`config.mk`:
```
export PLATFORM = sky130hd
export DESIGN_NAME = div_unit_top
export DESIGN_NICKNAME = d
export VERILOG_FILES = /design/src/div_pkg.sv /design/src/div_unit_top.sv /design/src/div_result_fix.sv /design/src/div_iter_core.sv /design/src/div_operand_prep.sv /design/src/div_pipe_reg.sv
export SDC_FILE = /design/constraint.sdc
export NUM_CORES = 1
export LEC_CHECK = 0
export ABC_AREA = 1
export BUFFER_PORTS_ARGS = -buffer_cell sky130_fd_sc_hd__clkbuf_2
export CAP_MARGIN = 20
export CORE_MARGIN = 8
export CORE_UTILIZATION = 50
export DETAILED_ROUTE_END_ITERATION = 10
export PLACE_DENSITY = 0.67
export SLEW_MARGIN = 30
export SYNTH_ARGS = -nofsm -noshare
export SYNTH_HDL_FRONTEND = slang
export SYNTH_SLANG_ARGS = --single-unit
```
`constraint.sdc`:
```
create_clock -name clk -period 7 [get_ports clk]
set_clock_uncertainty 0.05 [all_clocks]
set_input_delay 1.4 -clock clk [delete_from_list [all_inputs] [get_ports clk]]
set_output_delay 1.4 -clock clk [all_outputs]
set_load 0.01 [all_outputs]
```
`src/div_pkg.sv`:
```
package div_pkg;

    // datapath widths
    localparam int XLEN  = 32;
    localparam int TAG_W = 5;              // rd index travels with the op

    // most negative signed value, quotient of the overflow case
    localparam logic [XLEN-1:0] INT_MIN = {1'b1, {(XLEN-1){1'b0}}};

    // divide ops of the M extension
    typedef enum logic [1:0] {
        DIV  = 2'b00,   // signed quotient
        DIVU = 2'b01,   // unsigned quotient
        REM  = 2'b10,   // signed remainder
        REMU = 2'b11    // unsigned remainder
    } alu_t;

    // request from issue
    typedef struct packed {
        alu_t             op;
        logic [TAG_W-1:0] tag;
        logic [XLEN-1:0]  a;      // dividend
        logic [XLEN-1:0]  b;      // divisor
    } div_req_t;

    // prep -> core
    typedef struct packed {
        logic [XLEN-1:0]  a_mag;  // |a| for signed ops
        logic [XLEN-1:0]  b_mag;  // |b| for signed ops
        logic             neg_q;  // signs differ
        logic             neg_r;  // dividend negative
        logic             is_rem;
        logic             special; // dbz or ovf, core skips iterations
        logic             dbz;
        logic             ovf;
        logic [XLEN-1:0]  a_raw;  // remainder of a divide by zero
        logic [TAG_W-1:0] tag;
    } div_work_t;

    // core -> fix, unsigned results beside the work item
    typedef struct packed {
        div_work_t        work;
        logic [XLEN-1:0]  q;
        logic [XLEN-1:0]  r;
    } div_core_t;

    // response to writeback
    typedef struct packed {
        logic [TAG_W-1:0] tag;
        logic [XLEN-1:0]  result;
        logic             dbz;
        logic             ovf;
    } div_rsp_t;

endpackage
```
`src/div_unit_top.sv`:
```
`timescale 1ns/1ps

// in slice -> prep -> core -> fix -> out slice
module div_unit_top import div_pkg::*; (
    input  logic     clk,
    input  logic     rst,
    // request
    input  logic     i_req_valid,
    output logic     o_req_ready,
    input  div_req_t i_req,
    // response
    output logic     o_rsp_valid,
    input  logic     i_rsp_ready,
    output div_rsp_t o_rsp
);

    // in slice -> prep
    logic      req_valid;
    logic      req_ready;
    div_req_t  req_q;

    // prep -> core
    logic      work_valid;
    logic      work_ready;
    div_work_t work;

    // core -> fix
    logic      core_valid;
    logic      core_ready;
    div_core_t core_res;

    // fix -> out slice
    logic      rsp_valid;
    logic      rsp_ready;
    div_rsp_t  rsp;

    div_pipe_reg #(
        .T (div_req_t)
    ) i_req_slice (
        .clk     (clk),
        .rst     (rst),
        .i_valid (i_req_valid),
        .o_ready (o_req_ready),
        .i_data  (i_req),
        .o_valid (req_valid),
        .i_ready (req_ready),
        .o_data  (req_q)
    );

    div_operand_prep i_prep (
        .clk     (clk),
        .rst     (rst),
        .i_valid (req_valid),
        .o_ready (req_ready),
        .i_req   (req_q),
        .o_valid (work_valid),
        .i_ready (work_ready),
        .o_work  (work)
    );

    div_iter_core #(
        .WIDTH (XLEN)
    ) i_core (
        .clk     (clk),
        .rst     (rst),
        .i_valid (work_valid),
        .o_ready (work_ready),
        .i_work  (work),
        .o_valid (core_valid),
        .i_ready (core_ready),
        .o_res   (core_res)
    );

    div_result_fix i_fix (
        .clk     (clk),
        .rst     (rst),
        .i_valid (core_valid),
        .o_ready (core_ready),
        .i_res   (core_res),
        .o_valid (rsp_valid),
        .i_ready (rsp_ready),
        .o_rsp   (rsp)
    );

    div_pipe_reg #(
        .T (div_rsp_t)
    ) i_rsp_slice (
        .clk     (clk),
        .rst     (rst),
        .i_valid (rsp_valid),
        .o_ready (rsp_ready),
        .i_data  (rsp),
        .o_valid (o_rsp_valid),
        .i_ready (i_rsp_ready),
        .o_data  (o_rsp)
    );

endmodule

```
`src/div_result_fix.sv`:
```
`timescale 1ns/1ps

// sign fixup and ISA results for the special cases
module div_result_fix import div_pkg::*; (
    input  logic      clk,
    input  logic      rst,
    // core side
    input  logic      i_valid,
    output logic      o_ready,
    input  div_core_t i_res,
    // output side
    output logic      o_valid,
    input  logic      i_ready,
    output div_rsp_t  o_rsp
);

    logic     valid_q;
    div_rsp_t rsp_q;
    div_rsp_t rsp_d;

    logic [XLEN-1:0] q_fix;
    logic [XLEN-1:0] r_fix;
    logic [XLEN-1:0] special_res;

    always_comb begin
        q_fix = i_res.work.neg_q ? -i_res.q : i_res.q;
        r_fix = i_res.work.neg_r ? -i_res.r : i_res.r;

        // dbz: q all ones, r = dividend
        // ovf: q = INT_MIN, r = 0
        if (i_res.work.dbz) begin
            special_res = i_res.work.is_rem ? i_res.work.a_raw : '1;
        end else begin
            special_res = i_res.work.is_rem ? '0 : INT_MIN;
        end

        rsp_d.tag = i_res.work.tag;
        if (i_res.work.special) begin
            rsp_d.result = special_res;
        end else begin
            rsp_d.result = i_res.work.is_rem ? r_fix : q_fix;
        end
        rsp_d.dbz = i_res.work.dbz;
        rsp_d.ovf = i_res.work.ovf;
    end

    assign o_ready = !valid_q || i_ready;

    always_ff @(posedge clk) begin
        if (rst) begin
            valid_q <= 1'b0;
        end else if (o_ready) begin
            valid_q <= i_valid;
        end
    end

    always_ff @(posedge clk) begin
        if (o_ready && i_valid) begin
            rsp_q <= rsp_d;
        end
    end

    assign o_valid = valid_q;
    assign o_rsp   = rsp_q;

endmodule

```
`src/div_iter_core.sv`:
```
`timescale 1ns/1ps

// restoring shift-subtract divider, one quotient bit per cycle
module div_iter_core import div_pkg::*; #(
    parameter int WIDTH = 32    // operand width, 8 or more
) (
    input  logic      clk,
    input  logic      rst,
    // prep side
    input  logic      i_valid,
    output logic      o_ready,
    input  div_work_t i_work,
    // fix side
    output logic      o_valid,
    input  logic      i_ready,
    output div_core_t o_res
);

    localparam int             CNT_W = $clog2(WIDTH);
    localparam logic [CNT_W-1:0] LAST  = CNT_W'(WIDTH - 1);

    typedef enum logic [1:0] {
        ST_IDLE,
        ST_CALC,
        ST_DONE
    } state_t;

    state_t           state;
    logic [CNT_W-1:0] cnt;       // iteration index
    div_work_t        work_q;    // item under way
    logic [WIDTH:0]   rem_q;     // partial remainder, one bit wider
    logic [WIDTH-1:0] quo_q;     // dividend shifts out, quotient shifts in

    logic [WIDTH:0]   shifted;
    logic [WIDTH:0]   divisor;
    logic             fits;

    logic load;

    assign load = (state == ST_IDLE) && i_valid;

    always_comb begin
        shifted = {rem_q[WIDTH-1:0], quo_q[WIDTH-1]};  // bring down next dividend bit
        divisor = {1'b0, work_q.b_mag};
        fits    = (shifted >= divisor);
    end

    // control
    always_ff @(posedge clk) begin
        if (rst) begin
            state <= ST_IDLE;
            cnt   <= '0;
        end else begin
            case (state)
                ST_IDLE: begin
                    if (i_valid) begin
                        state <= ST_CALC;
                        // special items leave after one pass, no iterations
                        cnt   <= i_work.special ? LAST : '0;
                    end
                end
                ST_CALC: begin
                    if (cnt == LAST) begin
                        state <= ST_DONE;
                    end
                    cnt <= cnt + 1'b1;
                end
                ST_DONE: begin
                    if (i_ready) begin
                        state <= ST_IDLE;   // result taken
                    end
                end
                default: state <= ST_IDLE;
            endcase
        end
    end

    // datapath
    always_ff @(posedge clk) begin
        if (load) begin
            work_q <= i_work;
            rem_q  <= '0;
            quo_q  <= i_work.special ? '0 : i_work.a_mag;  // specials carry zeros
        end else if ((state == ST_CALC) && !work_q.special) begin
            rem_q <= fits ? (shifted - divisor) : shifted;   // restore when it doesn't fit
            quo_q <= {quo_q[WIDTH-2:0], fits};
        end
    end

    assign o_ready = (state == ST_IDLE);
    assign o_valid = (state == ST_DONE);

    always_comb begin
        o_res.work = work_q;
        o_res.q    = quo_q;
        o_res.r    = rem_q[WIDTH-1:0];   // top bit is always clear at the end
    end

endmodule

```
`src/div_operand_prep.sv`:
```
`timescale 1ns/1ps

// decode + special case detect, one registered stage
module div_operand_prep import div_pkg::*; (
    input  logic      clk,
    input  logic      rst,
    // request side
    input  logic      i_valid,
    output logic      o_ready,
    input  div_req_t  i_req,
    // core side
    output logic      o_valid,
    input  logic      i_ready,
    output div_work_t o_work
);

    logic      valid_q;
    div_work_t work_q;
    div_work_t work_d;

    logic is_signed;
    logic a_neg;
    logic b_neg;
    logic dbz;
    logic ovf;

    always_comb begin
        is_signed = (i_req.op == DIV) || (i_req.op == REM);
        a_neg     = is_signed && i_req.a[XLEN-1];    // sign only counts for signed ops
        b_neg     = is_signed && i_req.b[XLEN-1];

        dbz = (i_req.b == '0);
        // INT_MIN / -1, unsigned ops never overflow
        ovf = is_signed && (i_req.a == INT_MIN) && (i_req.b == '1);

        work_d.a_mag   = a_neg ? -i_req.a : i_req.a;
        work_d.b_mag   = b_neg ? -i_req.b : i_req.b;
        work_d.neg_q   = a_neg ^ b_neg;             // signs differ
        work_d.neg_r   = a_neg;                     // remainder follows dividend
        work_d.is_rem  = (i_req.op == REM) || (i_req.op == REMU);
        work_d.special = dbz || ovf;
        work_d.dbz     = dbz;
        work_d.ovf     = ovf;
        work_d.a_raw   = i_req.a;
        work_d.tag     = i_req.tag;
    end

    // same handshake as a register slice
    assign o_ready = !valid_q || i_ready;

    always_ff @(posedge clk) begin
        if (rst) begin
            valid_q <= 1'b0;
        end else if (o_ready) begin
            valid_q <= i_valid;
        end
    end

    always_ff @(posedge clk) begin
        if (o_ready && i_valid) begin
            work_q <= work_d;
        end
    end

    assign o_valid = valid_q;
    assign o_work  = work_q;

endmodule

```
`src/div_pipe_reg.sv`:
```
`timescale 1ns/1ps

// single entry slice, full throughput when downstream drains every cycle
module div_pipe_reg #(
    parameter type T = logic
) (
    input  logic clk,
    input  logic rst,
    // upstream side
    input  logic i_valid,
    output logic o_ready,
    input  T     i_data,
    // downstream side
    output logic o_valid,
    input  logic i_ready,
    output T     o_data
);

    logic valid_q;
    T     data_q;

    // free slot, or the held item leaves this cycle
    assign o_ready = !valid_q || i_ready;

    always_ff @(posedge clk) begin
        if (rst) begin
            valid_q <= 1'b0;
        end else if (o_ready) begin
            valid_q <= i_valid;     // refill or go empty
        end
    end

    // payload only, no reset needed
    always_ff @(posedge clk) begin
        if (o_ready && i_valid) begin
            data_q <= i_data;
        end
    end

    assign o_valid = valid_q;
    assign o_data  = data_q;

endmodule

```
---- Word level (Yosys, flattened, before mapping) ----
Cells that the tools add are included.
cells by class
  add/sub/neg operators ................... 6
  $lt $le $gt $ge ......................... 1
  eq/ne operators ......................... 10
  mux-type cells .......................... 20
  bitwise operators ....................... 1
  reduce and logical (&&, ||, !) cells .... 29
operators by type and width
  kind                  count
  $mux 32               13
  $neg 32->32           4
  $eq 32x32->1 const B  2
  $ge 33x32->1          1
  $logic_not 32->1      1
  $sub 32x32->32        1
  $logic_and 1x1->1     10
  $mux 5                2
  $pmux 5 s2            1
  $logic_or 1x1->1      7
  $eq 2x2->1 const B    3
  $mux 2                3
  $pmux 2 s3            1
  $add 5x1->5 const B   1
  $eq 5x5->1 const B    1
  $logic_not 1->1       5
  $logic_not 2->1       2
  $ne 2x2->1 const B    2
  $reduce_bool 2->1     2
  $reduce_and 3->1      1
  $eq 2x1->1 const B    1
  $ne 2x1->1 const B    1
  $reduce_and 2->1      1
  $xor 1x1->1           1
word-level totals
  register bits ........................... 406
  input port bits ......................... 75
  output and inout bits ................... 41
  word-level logic and storage cells ...... 106

---- Logic depth before layout (Yosys ltp) ----
  depth in word-level cells ............... 5
  mapped depth ............................ 17
  mapped depth without buffers ............ 17

---- Cells and area by module ----
A second synthesis with hierarchy kept.
second synthesis, totals
  cell total of the unflattened synthesis .. 2400
  area, all modules ....................... 21902.3 um2
modules (own cells, without submodules)
  module                       instances  cells an instance  area each (um2)  sequential area each (um2)
  div_iter_core                1          1023               9046.2           4954.8
  div_operand_prep             1          607                5485.3           3203.1
  div_result_fix               1          648                3972.6           1191.1
  div_pipe_reg at i_req_slice  1          77                 2179.6           2152.1
  div_pipe_reg at i_rsp_slice  1          45                 1218.7           1191.1

---- Least setup slack after synthesis ----
OpenSTA, ideal clock, no wires.
  path kind ............................... reg-to-reg
  start ................................... register i_core.state[1]
  end ..................................... register i_prep.work_q, in the netlist i_prep.o_work[0], enable pin
  setup time .............................. 0.572 ns
  arrival ................................. 4.945 ns
  required time ........................... 6.378 ns
  slack ................................... 1.434 ns
  stages on the path, launching flop included .. 4
  buffers on the path ..................... 0
  period minus slack after synthesis ...... 5.566 ns
  cell sequence ........................... dfxtp_1 > nor2_1 > nor2_1 > nor2_1
between the ends
  cells in the longest elaborated chain, start to end .. 3
ends and longest elaborated chain
  what                    RTL line                RTL
  start, declared         div_iter_core.sv:28     state_t state;
  start signal, assigned  div_iter_core.sv:51     state <= ST_IDLE;
  start signal, assigned  div_iter_core.sv:57     state <= ST_CALC;
  start signal, assigned  div_iter_core.sv:64     state <= ST_DONE;
  $logic_not 2->1         div_iter_core.sv:90     assign o_ready = (state == ST_IDLE);
  $logic_or 1x1->1        div_operand_prep.sv:49  assign o_ready = !valid_q || i_ready;
  $logic_and 1x1->1       div_operand_prep.sv:60  if (o_ready && i_valid) begin
  end signal, assigned    div_operand_prep.sv:61  work_q <= work_d;
  end, declared           div_operand_prep.sv:18  div_work_t work_q;
Every way passes these cells.
A chain may end at the register's enable or synchronous reset.

---- Worst setup path in the final report ----
  start ................................... register i_core.rem_q[11]
  end ..................................... register i_core.quo_q[0], data pin
between the ends
  cells in the longest elaborated chain, start to end .. 3
ends and longest elaborated chain
  what                    RTL line             RTL
  start, declared         div_iter_core.sv:31  logic [WIDTH:0] rem_q;
  start signal, assigned  div_iter_core.sv:85  rem_q <= fits ? (shifted - divisor) : shifted;
  $ge 33x32->1            div_iter_core.sv:45  fits = (shifted >= divisor);
  $mux 32                 div_iter_core.sv:84  end else if ((state == ST_CALC) && !work_q.special) begin
  $mux 32                 div_iter_core.sv:80  if (load) begin
  end signal, assigned    div_iter_core.sv:83  quo_q <= i_work.special ? '0 : i_work.a_mag;
  end signal, assigned    div_iter_core.sv:86  quo_q <= {quo_q[WIDTH-2:0], fits};
  end, declared           div_iter_core.sv:32  logic [WIDTH-1:0] quo_q;
Every way passes these cells. The select of a mux whose other input is x is not followed.

==> impl_metrics.toml <==
[run_status]
run_status = "complete, no violations"

[worst_hold_path]
min_to = "i_rsp_slice.o_data[14]"
hold_path_depth = 0
min-delay-start = "i_fix.o_rsp[14]"
hold_path.class = "register to register"

[sta]
finalSetupViolations = 0
worst_slew_pin_slew_ns = 0.951
setup_tns_ns = 0
fin_crit_sh_pct = 46.7
period_minus_slack_ns = 3.27
hold_violations = 0
max_freq_ghz = 0.306
drv_slew = 0
slew_headroom_pct = 36.6
rsz0062_at_grt = "false"

[floorplan]
rows = 73
die_y_um = 217
start_util_pct = 50.8
num_io_pins = 116
coreArea_um2 = 39800
die_area_um2 = 47100
die_x_um = 217

[setup_path]
cpMostUsedCell = "nand2_1"
crit_family = "simple AND/OR/NAND/NOR gates"
r2r_start = "i_core.rem_q[11]"
cp-start-kind = "register"
rr_worst_depth = 12
path_cells = "ha_1 -> nand2_1 -> inv_1 -> nand2_1 -> nand2_1 -> nand2_1 -> nand2_1 -> inv_1 -> nand2_2 -> nand2_2 -> nand2_2 -> a22o_1"
reg2reg_slack_ns = 3.73
critPathRequiredTime_ns = 7.27
reg2reg_to = "i_core.quo_q[0]"
cp.buffers_inverters = 2
cp_max_fo = 38
critPathSlowestCell = "nand2_2"
startpoint = "i_core.rem_q[11]"
arrival_ns = 3.54
criticalPathCategory = "register to register"
max_stage_delay_ns = 0.56
crit_path_end_kind = "register"

[power]
p_int_mw = 4.36
switching_share_pct = 26.4
ir_worst_vdd_v = 0.000243
p_leak_nw = 9.75
combPwrFrac_pct = 12.9
powerDensity_nw_per_um2 = 260
p_clk_share_pct = 38.7
switchingPower_mw = 1.56
p_seq_share_pct = 48.4

[detailed_routing]
dr.pass1.iters = 6
routed_wl_um = 53500
vias = 15319
via_per_inst = 5.28
drtIter0Drc = 1616
postRouteAntennaNets = 0
route.detailed.drc = 0
wl_per_cell_um = 18.5

[yosys]
synth_simple_gate_area_share_pct = 22.9
synthAdderAreaFrac_pct = 2.51
yosysUniqueCellTypes = 40
ys_warn_count = 0
synthCells = 2220
postSynthAreaPerCell_um2 = 9.11
synthXorXnorAreaFrac_pct = 2.94
synth_compound_area_share_pct = 6.70
syn_area_um2 = 20200
synthMuxAreaShare_pct = 0
syn-num-nets = 2335
synth_seq_cells = 405
synth-seq-area-share_pct = 58.0
synth_top_family_by_area = "simple AND/OR/NAND/NOR gates"

[clock_tree]
post_cts_buffers = 0
cts_inserted_buffers = 43
cts-root-buf = "clkbuf_16"
cts_tree = "done"
worstSkewPairLatency_ns = 0.56
cts_max_level = 2
clkTransAtPathRegs_ns = 0.06
clk_path_buf_depth = 3
cts.repair.resized = 0
clock_sinks = 405
cts_hold_buf = 0

[job]
maxCapViolations = 0

[cells_and_area]
area_delta_synth_final_pct = 12.7
nets = 2455
layout-drive-gt1-share_pct = 10.1
final_cell_area_um2 = 22800
n_antenna_cell = 0

[global_route]
grt_pass1_wl_um = 83400
antenna_found_initial = 3
grt_pass1_vias = 14867
grt_overflow = 0
grt_max_degree = 75
gr-usage-all-layers_pct = 22.7

[place]
io_buffers = 115
dp_hpwl_um = 41200
gp_congestion = 0.946
placed_area_um2 = 21300
==> synth_stat cells, drive strengths merged <==
library cell	n	share of area, %
nand2	611	11
edfxtp	362	54
inv	298	5.5
nor2	209	4.0
nand3	180	4.5
o21ai	151	3.8
a21oi	78	2.0
xor2	50	2.2
dfxtp	43	4.3
ha	39	2.4
nor3	37	0.97
clkbuf	30	0.56
buf	27	0.85
nand4	22	0.68
xnor2	18	0.78
nand3b	17	0.63
nor4	8	0.25
and2	5	0.15
o22ai	5	0.15
or2	5	0.15
a31oi	4	0.12
o21bai	4	0.15
o31ai	4	0.15
and3	3	0.093
o211ai	3	0.11
a211oi	2	0.074
a22o	2	0.087
o21a	2	0.074
fa	1	0.099
==> metrics by stage <==
step	instances	setup slack, ns	power, mW	hold slack (ns)	utilization, %
final	2899	3.73	5.92	0.361	57.2
after global routing	2899	3.48	6.16	0.372	57.2
after CTS	2898	3.19	5.97	0.366	57.2
after detailed placement	2819	3.28	3.67	0.355	53.5
after global placement	2819	3.44	3.67	0.351	53.5
after floorplan	2220	1.43	3.40	0.350	-
==> state kept, by name (all words and copies together) (netlist names) <==
name and cells:
i_core.cnt 5, i_core.o_res 75, i_core.quo_q 32, i_core.rem_q 32, i_core.state 2, i_fix.o_rsp 39
i_fix.o_valid 1, i_prep.o_valid 1, i_prep.o_work 106, i_req_slice.o_data 71, i_req_slice.o_valid 1, i_rsp_slice.o_data 39
i_rsp_slice.o_valid 1
==> layout make-up <==
type | instances | area, µm²
clock buffer | 46 | 1090
clock inverter | 33 | 350
fill | 3599 | 17000
inverter | 298 | 1120
multi-input combinational | 1460 | 7130
sequential | 405 | 11700
tap | 525 | 657
timing repair buffer | 132 | 723
==> layout by cell type, fill, tap and decap left out, types with 16 or more instances in the layout <==
cell type	netlist	layout
clkbuf_2	0	115
nor3_1	35	35
buf_4	1	16
o21ai_0	143	143
inv_1	298	296
clkbuf_16	0	43
nand3b_1	17	17
dfxtp_1	43	43
xnor2_1	18	18
ha_1	39	39
edfxtp_1	362	362
nand2_1	600	600
nand4_1	22	22
xor2_1	50	50
nand3_1	179	179
nor2_1	199	196
a21oi_1	73	72
==> layer usage <==
layer | routed length, µm | share of wire, % | global-route usage (%)
met3 | 4260 | 8.0 | 4.56
met5 | 13 | 0.024 | 0
met2 | 23000 | 43 | 33.8
met4 | 1700 | 3.2 | 8.27
met1 | 24600 | 46 | 32.4
==> how the worst max path moves through the flow <==
stage,end,slack [ns],cells past startpoint
after floorplan,i_prep.o_work[0],1.43,3
after global placement,i_core.rem_q[23],3.44,8
after detailed placement,i_core.rem_q[1],3.28,8
after CTS,i_core.rem_q[1],3.19,8
after global routing,i_core.quo_q[0],3.48,12
final,i_core.quo_q[0],3.73,12
==> cells by family after synthesis <==
kind of cell	count (synthesis)
compound gates	255
xor+xnor	68
fa+ha+maj	40
buf+inv	355
flops	405
simple gates	1097
==> worst reg2reg max path, stage by stage (launching register included) <==
cell and delay (ns):
dfxtp_1 0.51, ha_1 0.36, nand2_1 0.15, inv_1 0.05
nand2_1 0.06, nand2_1 0.09, nand2_1 0.07, nand2_1 0.07
inv_1 0.09, nand2_2 0.07, nand2_2 0.56, nand2_2 0.56
a22o_1 0.35
==> power groups by stage <==
stage | sequential (mW) | combinational (mW) | clock [mW]
2_1_floorplan | 2.87 | 0.528 | 0
3_3_place_gp | 2.91 | 0.752 | 0
3_5_place_dp | 2.92 | 0.754 | 0
4_1_cts | 2.87 | 0.758 | 2.34
5_1_grt | 2.87 | 0.857 | 2.43
6_report | 2.87 | 0.763 | 2.29
Note: power is estimated with default switching activity, not from simulation.
